**src/verilog/rename_consts.svh**
```systemverilog
`ifndef RENAME_CONSTS_SVH
`define RENAME_CONSTS_SVH

// width of a reorder buffer tag.
// tag 0 is reserved and means the register has no producer in flight.
`define RENAME_TAG_W 4

// usable reorder buffer slots, one for every nonzero tag.
`define RENAME_ROB_SLOTS 15

// width of an architectural data word.
`define RENAME_XLEN 32

// number of architectural integer registers.
// register 0 always reads as zero.
`define RENAME_NREGS 32

`endif
```
**src/verilog/renamePkg.sv**
```systemverilog
`include "rename_consts.svh"

package renamePkg;

    // scalar building blocks shared by every stage.
    typedef logic [`RENAME_TAG_W-1:0] tag_t;
    typedef logic [$clog2(`RENAME_NREGS)-1:0] regIdx_t;
    typedef logic [`RENAME_XLEN-1:0] data_t;

    // one decoded instruction as it arrives on the dispatch port.
    typedef struct packed {
        regIdx_t rd;
        regIdx_t rs1;
        regIdx_t rs2;
    } dispatchReq_t;

    // a source operand is either ready with a value or pending on a producer tag.
    typedef struct packed {
        logic  ready;
        tag_t  tag;
        data_t value;
    } srcOperand_t;

    // the renamed operation that travels through both stage registers.
    typedef struct packed {
        tag_t        tag;
        regIdx_t     rd;
        srcOperand_t src1;
        srcOperand_t src2;
    } renamedOp_t;

    // result bus from the execution units, always accepted.
    typedef struct packed {
        logic  valid;
        tag_t  tag;
        data_t data;
    } completion_t;

    // in-order retire bus toward the register file and the outside.
    typedef struct packed {
        logic    valid;
        tag_t    tag;
        regIdx_t rd;
        data_t   data;
    } retire_t;

endpackage

```
**src/verilog/renameCore.sv**
```systemverilog
`timescale 1ns/1ps

module renameCore (
    input  logic                    clk,
    input  logic                    rst,
    input  logic                    dispCyc,
    input  logic                    dispStb,
    input  logic                    dispWe,
    input  renamePkg::dispatchReq_t dispDat,
    output logic                    dispAck,
    input  renamePkg::completion_t  cmpl,
    output logic                    issueValid,
    input  logic                    issueReady,
    output renamePkg::renamedOp_t   issueOp,
    output renamePkg::retire_t      retire
);
    import renamePkg::*;

    // dispatch to reorder buffer.
    tag_t robAllocTag;
    logic robFull;
    logic robAlloc;

    // dispatch to register status file.
    regIdx_t rs1Idx;
    regIdx_t rs2Idx;
    data_t   rs1Value;
    data_t   rs2Value;
    tag_t    rs1Tag;
    tag_t    rs2Tag;
    logic    tagWrite;
    regIdx_t tagWriteIdx;

    // dispatch into stage A.
    logic       dispValid;
    logic       dispReady;
    renamedOp_t dispOp;

    // stage A into the operand stage.
    logic       aValid;
    logic       aReady;
    renamedOp_t aOp;

    // operand stage into stage B.
    logic       resValid;
    logic       resReady;
    renamedOp_t resOp;

    // operand stage lookups into the reorder buffer.
    tag_t  lookupTag1;
    tag_t  lookupTag2;
    logic  lookupDone1;
    logic  lookupDone2;
    data_t lookupData1;
    data_t lookupData2;

    dispatchStage dispatch (
        .clk         (clk),
        .rst         (rst),
        .dispCyc     (dispCyc),
        .dispStb     (dispStb),
        .dispWe      (dispWe),
        .dispDat     (dispDat),
        .dispAck     (dispAck),
        .robAllocTag (robAllocTag),
        .robFull     (robFull),
        .robAlloc    (robAlloc),
        .rs1Idx      (rs1Idx),
        .rs2Idx      (rs2Idx),
        .rs1Value    (rs1Value),
        .rs2Value    (rs2Value),
        .rs1Tag      (rs1Tag),
        .rs2Tag      (rs2Tag),
        .tagWrite    (tagWrite),
        .tagWriteIdx (tagWriteIdx),
        .outValid    (dispValid),
        .outReady    (dispReady),
        .outOp       (dispOp)
    );

    // the new producer tag is the one the reorder buffer hands out.
    regStatusFile regFile (
        .clk         (clk),
        .rst         (rst),
        .rs1Idx      (rs1Idx),
        .rs2Idx      (rs2Idx),
        .rs1Value    (rs1Value),
        .rs2Value    (rs2Value),
        .rs1Tag      (rs1Tag),
        .rs2Tag      (rs2Tag),
        .tagWrite    (tagWrite),
        .tagWriteIdx (tagWriteIdx),
        .tagWriteTag (robAllocTag),
        .retire      (retire)
    );

    reorderBuffer rob (
        .clk         (clk),
        .rst         (rst),
        .alloc       (robAlloc),
        .allocRd     (dispDat.rd),
        .allocTag    (robAllocTag),
        .full        (robFull),
        .cmpl        (cmpl),
        .lookupTag1  (lookupTag1),
        .lookupTag2  (lookupTag2),
        .lookupDone1 (lookupDone1),
        .lookupDone2 (lookupDone2),
        .lookupData1 (lookupData1),
        .lookupData2 (lookupData2),
        .retire      (retire)
    );

    stageReg #(.payload_t(renamedOp_t)) stageA (
        .clk      (clk),
        .rst      (rst),
        .inValid  (dispValid),
        .inReady  (dispReady),
        .inData   (dispOp),
        .outValid (aValid),
        .outReady (aReady),
        .outData  (aOp)
    );

    operandStage operands (
        .inValid     (aValid),
        .inReady     (aReady),
        .inOp        (aOp),
        .lookupTag1  (lookupTag1),
        .lookupTag2  (lookupTag2),
        .lookupDone1 (lookupDone1),
        .lookupDone2 (lookupDone2),
        .lookupData1 (lookupData1),
        .lookupData2 (lookupData2),
        .cmpl        (cmpl),
        .outValid    (resValid),
        .outReady    (resReady),
        .outOp       (resOp)
    );

    // stage B drives the issue port and holds its op while issueReady is low.
    stageReg #(.payload_t(renamedOp_t)) stageB (
        .clk      (clk),
        .rst      (rst),
        .inValid  (resValid),
        .inReady  (resReady),
        .inData   (resOp),
        .outValid (issueValid),
        .outReady (issueReady),
        .outData  (issueOp)
    );

endmodule

```
**src/verilog/operandStage.sv**
```systemverilog
`timescale 1ns/1ps

module operandStage (
    input  logic                   inValid,
    output logic                   inReady,
    input  renamePkg::renamedOp_t  inOp,
    output renamePkg::tag_t        lookupTag1,
    output renamePkg::tag_t        lookupTag2,
    input  logic                   lookupDone1,
    input  logic                   lookupDone2,
    input  renamePkg::data_t       lookupData1,
    input  renamePkg::data_t       lookupData2,
    input  renamePkg::completion_t cmpl,
    output logic                   outValid,
    input  logic                   outReady,
    output renamePkg::renamedOp_t  outOp
);
    import renamePkg::*;

    // a pending source picks up its value from a finished reorder buffer slot
    // or from a completion that arrives in this very cycle.
    // a resolved source drops its tag, the same as a source that was ready
    // at dispatch.
    function automatic srcOperand_t resolve(srcOperand_t src, logic robDone,
                                            data_t robData, completion_t bus);
        srcOperand_t res;
        res = src;
        if (!src.ready) begin
            if (robDone) begin
                res.ready = 1'b1;
                res.tag   = '0;
                res.value = robData;
            end else if (bus.valid && (bus.tag == src.tag)) begin
                res.ready = 1'b1;
                res.tag   = '0;
                res.value = bus.data;
            end
        end
        return res;
    endfunction

    // the stage has no storage, so handshakes pass straight through.
    assign inReady  = outReady;
    assign outValid = inValid;

    assign lookupTag1 = inOp.src1.tag;
    assign lookupTag2 = inOp.src2.tag;

    always_comb begin
        outOp      = inOp;
        outOp.src1 = resolve(inOp.src1, lookupDone1, lookupData1, cmpl);
        outOp.src2 = resolve(inOp.src2, lookupDone2, lookupData2, cmpl);
    end

endmodule

```
**src/verilog/reorderBuffer.sv**
```systemverilog
`timescale 1ns/1ps
`include "rename_consts.svh"

module reorderBuffer (
    input  logic                   clk,
    input  logic                   rst,
    input  logic                   alloc,
    input  renamePkg::regIdx_t     allocRd,
    output renamePkg::tag_t        allocTag,
    output logic                   full,
    input  renamePkg::completion_t cmpl,
    input  renamePkg::tag_t        lookupTag1,
    input  renamePkg::tag_t        lookupTag2,
    output logic                   lookupDone1,
    output logic                   lookupDone2,
    output renamePkg::data_t       lookupData1,
    output renamePkg::data_t       lookupData2,
    output renamePkg::retire_t     retire
);
    import renamePkg::*;

    localparam int Slots = `RENAME_ROB_SLOTS;

    typedef logic [$clog2(Slots)-1:0] slotIdx_t;

    // slot i holds tag i+1, so head and tail never produce tag 0.
    slotIdx_t                   headIdx;
    slotIdx_t                   tailIdx;
    logic [$clog2(Slots+1)-1:0] count;

    regIdx_t slotRd   [Slots];
    logic    slotDone [Slots];
    data_t   slotData [Slots];

    logic allocNow;
    logic retireNow;

    function automatic slotIdx_t nextIdx(slotIdx_t idx);
        return (idx == slotIdx_t'(Slots - 1)) ? '0 : idx + 1'b1;
    endfunction

    function automatic tag_t idxToTag(slotIdx_t idx);
        return tag_t'(idx) + 1'b1;
    endfunction

    function automatic slotIdx_t tagToIdx(tag_t tag);
        return slotIdx_t'(tag - 1'b1);
    endfunction

    assign full     = (count == Slots);
    assign allocTag = idxToTag(tailIdx);
    assign allocNow = alloc && !full;

    // the head leaves once its result is in.
    // done is registered, so a completion retires one edge after it is marked.
    assign retireNow = (count != '0) && slotDone[headIdx];

    // lookups for operand resolution.
    // tag 0 never names a slot and reads as not done.
    assign lookupDone1 = (lookupTag1 != '0) && slotDone[tagToIdx(lookupTag1)];
    assign lookupDone2 = (lookupTag2 != '0) && slotDone[tagToIdx(lookupTag2)];
    assign lookupData1 = (lookupTag1 != '0) ? slotData[tagToIdx(lookupTag1)] : '0;
    assign lookupData2 = (lookupTag2 != '0) ? slotData[tagToIdx(lookupTag2)] : '0;

    always_ff @(posedge clk or posedge rst) begin
        if (rst) begin
            headIdx <= '0;
            tailIdx <= '0;
            count   <= '0;
        end else begin
            if (allocNow) begin
                tailIdx <= nextIdx(tailIdx);
            end
            if (retireNow) begin
                headIdx <= nextIdx(headIdx);
            end
            case ({allocNow, retireNow})
                2'b10:   count <= count + 1'b1;
                2'b01:   count <= count - 1'b1;
                default: count <= count;
            endcase
        end
    end

    // slot contents.
    // done and data of a freed slot stay put until the slot is allocated
    // again, which keeps late lookups of a retired tag correct.
    always_ff @(posedge clk) begin
        if (cmpl.valid && (cmpl.tag != '0)) begin
            slotDone[tagToIdx(cmpl.tag)] <= 1'b1;
            slotData[tagToIdx(cmpl.tag)] <= cmpl.data;
        end
        if (allocNow) begin
            slotDone[tailIdx] <= 1'b0;
            slotRd[tailIdx]   <= allocRd;
        end
    end

    // retire bus is registered, valid for exactly one cycle per entry.
    always_ff @(posedge clk or posedge rst) begin
        if (rst) begin
            retire <= '0;
        end else begin
            retire.valid <= retireNow;
            if (retireNow) begin
                retire.tag  <= idxToTag(headIdx);
                retire.rd   <= slotRd[headIdx];
                retire.data <= slotData[headIdx];
            end
        end
    end

endmodule

```
**src/verilog/regStatusFile.sv**
```systemverilog
`timescale 1ns/1ps
`include "rename_consts.svh"

module regStatusFile (
    input  logic               clk,
    input  logic               rst,
    input  renamePkg::regIdx_t rs1Idx,
    input  renamePkg::regIdx_t rs2Idx,
    output renamePkg::data_t   rs1Value,
    output renamePkg::data_t   rs2Value,
    output renamePkg::tag_t    rs1Tag,
    output renamePkg::tag_t    rs2Tag,
    input  logic               tagWrite,
    input  renamePkg::regIdx_t tagWriteIdx,
    input  renamePkg::tag_t    tagWriteTag,
    input  renamePkg::retire_t retire
);
    import renamePkg::*;

    // architectural values and, per register, the tag of the latest writer
    // still in flight.
    data_t regValue [`RENAME_NREGS];
    tag_t  regTag   [`RENAME_NREGS];

    logic retireHit;

    // both read ports are combinational.
    assign rs1Value = regValue[rs1Idx];
    assign rs2Value = regValue[rs2Idx];
    assign rs1Tag   = regTag[rs1Idx];
    assign rs2Tag   = regTag[rs2Idx];

    // only the latest writer of a register may update it.
    // an older retire whose tag was overwritten by a newer dispatch is dropped.
    assign retireHit = retire.valid && (retire.rd != '0) && (regTag[retire.rd] == retire.tag);

    always_ff @(posedge clk or posedge rst) begin
        if (rst) begin
            for (int i = 0; i < `RENAME_NREGS; i++) begin
                regValue[i] <= '0;
            end
        end else if (retireHit) begin
            regValue[retire.rd] <= retire.data;
        end
    end

    always_ff @(posedge clk or posedge rst) begin
        if (rst) begin
            for (int i = 0; i < `RENAME_NREGS; i++) begin
                regTag[i] <= '0;
            end
        end else begin
            // a matching retire leaves the register with no pending producer.
            if (retireHit) begin
                regTag[retire.rd] <= '0;
            end
            // the dispatch write comes last, so it wins over a same-cycle
            // retire to the same register.
            // register 0 never gets a producer.
            if (tagWrite && (tagWriteIdx != '0)) begin
                regTag[tagWriteIdx] <= tagWriteTag;
            end
        end
    end

endmodule

```
**src/verilog/dispatchStage.sv**
```systemverilog
`timescale 1ns/1ps

module dispatchStage (
    input  logic                    clk,
    input  logic                    rst,
    input  logic                    dispCyc,
    input  logic                    dispStb,
    input  logic                    dispWe,
    input  renamePkg::dispatchReq_t dispDat,
    output logic                    dispAck,
    input  renamePkg::tag_t         robAllocTag,
    input  logic                    robFull,
    output logic                    robAlloc,
    output renamePkg::regIdx_t      rs1Idx,
    output renamePkg::regIdx_t      rs2Idx,
    input  renamePkg::data_t        rs1Value,
    input  renamePkg::data_t        rs2Value,
    input  renamePkg::tag_t         rs1Tag,
    input  renamePkg::tag_t         rs2Tag,
    output logic                    tagWrite,
    output renamePkg::regIdx_t      tagWriteIdx,
    output logic                    outValid,
    input  logic                    outReady,
    output renamePkg::renamedOp_t   outOp
);
    import renamePkg::*;

    logic accept;

    // a source with no producer is ready with the register value.
    // register 0 is forced ready with zero whatever the file returns.
    function automatic srcOperand_t buildSrc(regIdx_t idx, tag_t tag, data_t value);
        srcOperand_t src;
        src.ready = (idx == '0) || (tag == '0);
        src.tag   = src.ready ? '0 : tag;
        src.value = (idx == '0 || !src.ready) ? '0 : value;
        return src;
    endfunction

    // a write request is taken when a reorder buffer slot is free and the
    // first stage register can take the op.
    // the ack cycle itself is excluded because the master still holds stb there.
    assign accept = dispCyc && dispStb && dispWe && !dispAck && !robFull && outReady;

    // ack follows the accepted request by one cycle, for one cycle.
    always_ff @(posedge clk or posedge rst) begin
        if (rst) begin
            dispAck <= 1'b0;
        end else begin
            dispAck <= accept;
        end
    end

    // the ack cycle is the dispatch event.
    // old operand state is read now and the new tag lands in the file at the
    // closing edge, so a source equal to rd still sees the previous producer.
    assign rs1Idx      = dispDat.rs1;
    assign rs2Idx      = dispDat.rs2;
    assign robAlloc    = dispAck;
    assign tagWrite    = dispAck && (dispDat.rd != '0);
    assign tagWriteIdx = dispDat.rd;
    assign outValid    = dispAck;

    always_comb begin
        outOp.tag  = robAllocTag;
        outOp.rd   = dispDat.rd;
        outOp.src1 = buildSrc(dispDat.rs1, rs1Tag, rs1Value);
        outOp.src2 = buildSrc(dispDat.rs2, rs2Tag, rs2Value);
    end

endmodule

```
**src/verilog/stageReg.sv**
```systemverilog
`timescale 1ns/1ps

module stageReg #(
    parameter type payload_t = logic
) (
    input  logic     clk,
    input  logic     rst,
    input  logic     inValid,
    output logic     inReady,
    input  payload_t inData,
    output logic     outValid,
    input  logic     outReady,
    output payload_t outData
);

    logic     validQ;
    payload_t dataQ;

    // the register takes a new item when it is empty or when its current
    // item leaves in the same cycle, so a full pipeline keeps streaming.
    assign inReady  = !validQ || outReady;
    assign outValid = validQ;
    assign outData  = dataQ;

    // the valid flag follows the input whenever the register can take an item.
    always_ff @(posedge clk or posedge rst) begin
        if (rst) begin
            validQ <= 1'b0;
        end else if (inReady) begin
            validQ <= inValid;
        end
    end

    // payload is captured on every accepted transfer.
    always_ff @(posedge clk) begin
        if (inValid && inReady) begin
            dataQ <= inData;
        end
    end

endmodule

```
**config.mk**
```make
export PLATFORM = sky130hd
export DESIGN_NAME = renameCore
export DESIGN_NICKNAME = d
export VERILOG_FILES = /design/src/verilog/renamePkg.sv /design/src/verilog/renameCore.sv /design/src/verilog/operandStage.sv /design/src/verilog/reorderBuffer.sv /design/src/verilog/regStatusFile.sv /design/src/verilog/dispatchStage.sv /design/src/verilog/stageReg.sv
export VERILOG_INCLUDE_DIRS = /design/src /design/src/verilog
export SDC_FILE = /design/constraint.sdc
export NUM_CORES = 2
export LEC_CHECK = 0
export BUFFER_PORTS_ARGS = -buffer_cell sky130_fd_sc_hd__buf_2
export CAP_MARGIN = 20
export CORE_ASPECT_RATIO = 1.25
export CORE_MARGIN = 2
export CORE_UTILIZATION = 30
export CTS_CLUSTER_DIAMETER = 30
export DETAILED_ROUTE_END_ITERATION = 10
export PLACE_DENSITY_LB_ADDON = 0.2
export SLEW_MARGIN = 10
export SYNTH_ARGS = -nofsm -noshare
export SYNTH_HDL_FRONTEND = slang
export SYNTH_SLANG_ARGS = --single-unit
```
**constraint.sdc**
```tcl
create_clock -name clk -period 108.3 [get_ports clk]
set_clock_uncertainty 0.15 [all_clocks]
set_input_delay 5.415 -clock clk [delete_from_list [all_inputs] [get_ports clk]]
set_output_delay 5.415 -clock clk [all_outputs]
set_load 0.02 [all_outputs]
```
==> summary.txt <==
Outcome
  • Run status: completed

Placement
  • Post-placement cell area: 108,000 um2
  • Port Buffer Count: 184
  • Post-DP HPWL: 201,000 um
  • Placed Cells: 10,200
  • Routability cong.: 0.803

Clock tree
  • Root Buffer: clkbuf_16
  • H-tree depth: 5
  • Max clock buf depth: 4
  • Clk_lat worst skew: 0.90 ns
  • Setup Fix Bufs, Post-CTS: 0
  • Post-CTS Hold Fix Bufs: 0
  • CTS tree: yes
  • CTS Buf Count: 397
  • CTS Sinks: 1,945
  • Worst-path clk slew: 0.05 ns
  • CTS resizes: 0

Worst setup path
  • R2r setup slk: 101.85 ns
  • Setup crit start kind: primary input
  • Critical Path Sink Type: register
  • WS Path Type: in2reg
  • RR Endpoint: regFile.regValue[640]$_DFFE_PP0P_
  • Critical path required time: 108.74 ns
  • Worst-case reg-to-reg path depth: 10
  • Max Fanout on Critical Path: 58
  • Critical Path AT: 10.79 ns
  • R2R Path Start: rob.retire[32]$_DFFE_PP0P_

STA
  • RSZ-0062 raised after global routing: false
  • Hold slack: 0.242 ns
  • Fmax: 96.6 MHz
  • Final hold viol count: 0
  • Final Cycle Share: 9.56%
  • Setup TNS: 0 ns
  • Final Max Tran Viols: 0
  • Tmin final: 10.35 ns
  • Pin slew with the least headroom to its limit: 1.15 ns
  • Final setup violation count: 0
  • Slew Limit Headroom: 23.2%

Route
  • Via density: 5.51
  • Number of remaining DRC errors: 0
  • Routed length per instance: 31.7 um
  • DRT iter0 DRCs: 5,130
  • Detail Route Antenna Nets: 0
  • Routed wire length: 348,000 um
  • Drt pass-1 iters: 8
  • Via count: 60,500

Pwr
  • Combinational share of power: 24.1%
  • Switching Fraction: 30.8%
  • Register share of total power: 33.1%
  • PwrDens: 24.5 nW/um2
  • Max VDD drop: 23.3 uV
  • Internal: 0.00207 W
  • Lkg Pwr: 50.2 nW
  • Sw Pwr: 0.000919 W
  • Clock Power Share: 42.7%

Min path
  • Hold Crit Class: reg2reg
  • Worst Min Path Start: regFile.regValue[996]$_DFFE_PP0P_
  • Hold EP: regFile.regValue[996]$_DFFE_PP0P_
  • Worst hold stages: 0

Final layout
  • Final net count: 6,256
  • Final cell count without fillers: 11,000
  • Design Area, Final: 122,000 um2
  • Layout cells sized above 1: 50.1%
  • Area growth, synth to finish: 19.2%
  • Fillcell total: 31,800

Yosys
  • Ranking of synthesized cells by area: dfrtp_1 30%, mux4_2 25%, edfxtp_1 21%
  • Most used DFF post-synth: dfrtp_1
  • YS warnings: 0
  • Xor and xnor area share after synthesis: 0.180%
  • Cell Area, Synth: 102,000 um2
  • Synth Area in Compound Gates: 2.28%
  • Post-synth EDFFs: 721
  • Yosys top cell area share: 29.6%
  • Synth cell count leaders: 1,209 x dfrtp_1, 1,142 x mux4_2, 721 x edfxtp_1
  • Largest family of logic cells by synthesized area: multiplexers
  • Syn Nets: 6,096
  • Synth Register Bits: 1,945
  • Asr flop ratio synth: 62.2%
  • Syn Area/Cell: 17.0 um2
  • Cells after Synth: 6,026
  • Multiplexer share of the synthesized area: 40.5%
  • Adder-cell share of the synthesized area: 0.154%
  • Post-Synth Simple-Gate Area: 3.10%
  • Most common cell in the synthesized netlist: dfrtp_1
  • Netlist cell types: 56
  • Yosys top cell by area: dfrtp_1
  • Post-synthesis sequential area ratio: 51.1%

Global route
  • GRT Residual Overflow: 0
  • Initial antenna violation count: 24
  • Vias in the first global route: 64,800
  • Total track usage: 19.9%
  • First-pass GRT wire length: 498,000 um
  • Largest net degree at the start of global routing: 165

Die
  • Die W: 526 um
  • Die height: 657 um
  • I/O pin count: 185
  • FP Rows: 239
  • Initial Utilization: 30.1%
  • Die area: 346,000 um2
  • Core ar.: 339,000 um2

Flow run
  • Max-cap violations: 0
## power groups by stage
stage / clock network (W) / logic, W / registers, W
after floorplan: 0 / 0.000510 / 0.000960
after global routing: 0.00133 / 0.000766 / 0.00100
after CTS: 0.00130 / 0.000715 / 0.000996
after detailed placement: 0 / 0.000711 / 0.00101
final: 0.00128 / 0.000721 / 0.000989
after global placement: 0 / 0.000701 / 0.00100
## worst max-delay path by stage
stage,from,endpoint,depth (start not counted)
2_1_floorplan,rst,dispatch.dispAck$_DFF_PP0_,1
4_1_cts,dispDat[5],stageA.outData[60]$_SDFFCE_PP0P_,9
6_report,dispDat[5],stageA.outData[60]$_SDFFCE_PP0P_,9
3_3_place_gp,dispDat[5],stageA.outData[50]$_SDFFCE_PP0P_,9
5_1_grt,dispDat[5],stageA.outData[60]$_SDFFCE_PP0P_,9
3_5_place_dp,dispDat[5],stageA.outData[60]$_SDFFCE_PP0P_,9
## metrics by stage
| step | total power [W] | setup WS [ns] | util [%] |
|---|---|---|---|
| floorplan | 0.00147 | 68.67 | - |
| global placement | 0.00170 | 96.82 | 31.7 |
| detailed placement | 0.00172 | 96.84 | 31.8 |
| CTS | 0.00301 | 97.81 | 35.9 |
| global route | 0.00310 | 97.45 | 35.9 |
| finish | 0.00299 | 97.95 | 35.9 |
## critical path, stage by stage
cell,delay (ns)
buf_8,0.47
buf_4,0.89
buf_4,0.77
buf_4,0.80
buf_4,0.81
mux4_2,0.60
mux4_2,0.50
mux2i_1,0.17
nor2_1,0.07
## cells by family (layout without fill, tap and decap cells)
group / after synthesis / count (layout)
simple gates: 611 / 611
fa+ha+maj: 12 / 12
compound gates: 357 / 357
xor+xnor: 21 / 21
flops: 1945 / 1945
other cells: 0 / 7
buf+inv: 617 / 1107
mux: 2463 / 2463
## metal layers
| layer | vias up | global-route usage [%] | wire [um] |
|---|---|---|---|
| met3 | 669 | 3.21 | 19400 |
| met1 | 33200 | 25.6 | 142000 |
| met2 | 2094 | 34.0 | 175000 |
| met5 | - | 0 | 12 |
| met4 | 2 | 6.67 | 11700 |
| li1 | 24600 | - | - |
## state kept, by name, indices dropped and copies added (netlist names)
name and count:
dispatch.dispAck 1, regFile.regTag 128, regFile.regValue 1024, rob.count 4, rob.headIdx 4, rob.retire 42
rob.slotData 480, rob.slotDone 15, rob.slotRd 75, rob.tailIdx 4, stageA.outData 83, stageA.outValid 1
stageB.outData 83, stageB.outValid 1
## layout make-up
cell class	count	area, um2	share of cell area, %
clock buffers	493	10900	8.95
clock inverters	236	3060	2.51
repair buffers	362	2530	2.07
diodes	7	17.5	0.0144
well taps	4458	5580	4.58
flip-flops and latches	1945	52200	42.9
inverters	16	77.6	0.0637
multi-input cells	3464	47500	39.0
## cell usage in the layout (no fill, tap or decap), types with 45 or more instances in the layout
master / Yosys / layout
dfrtp_1: 1209 / 1201
mux4_2: 1142 / 1142
edfxtp_1: 721 / 721
mux2_2: 578 / 578
clkbuf_16: 0 / 408
nor2_1: 328 / 316
mux2_4: 308 / 308
mux2i_1: 290 / 290
buf_2: 61 / 179
buf_4: 4 / 162
nand2_1: 159 / 159
mux2_1: 145 / 145
a31o_2: 125 / 125
o21ai_0: 123 / 123
a21oi_1: 72 / 70
bufinv_16: 0 / 59
clkbuf_1: 391 / 46
clkinv_2: 0 / 45
No activity file was read; power rests on OpenSTA's default activity.
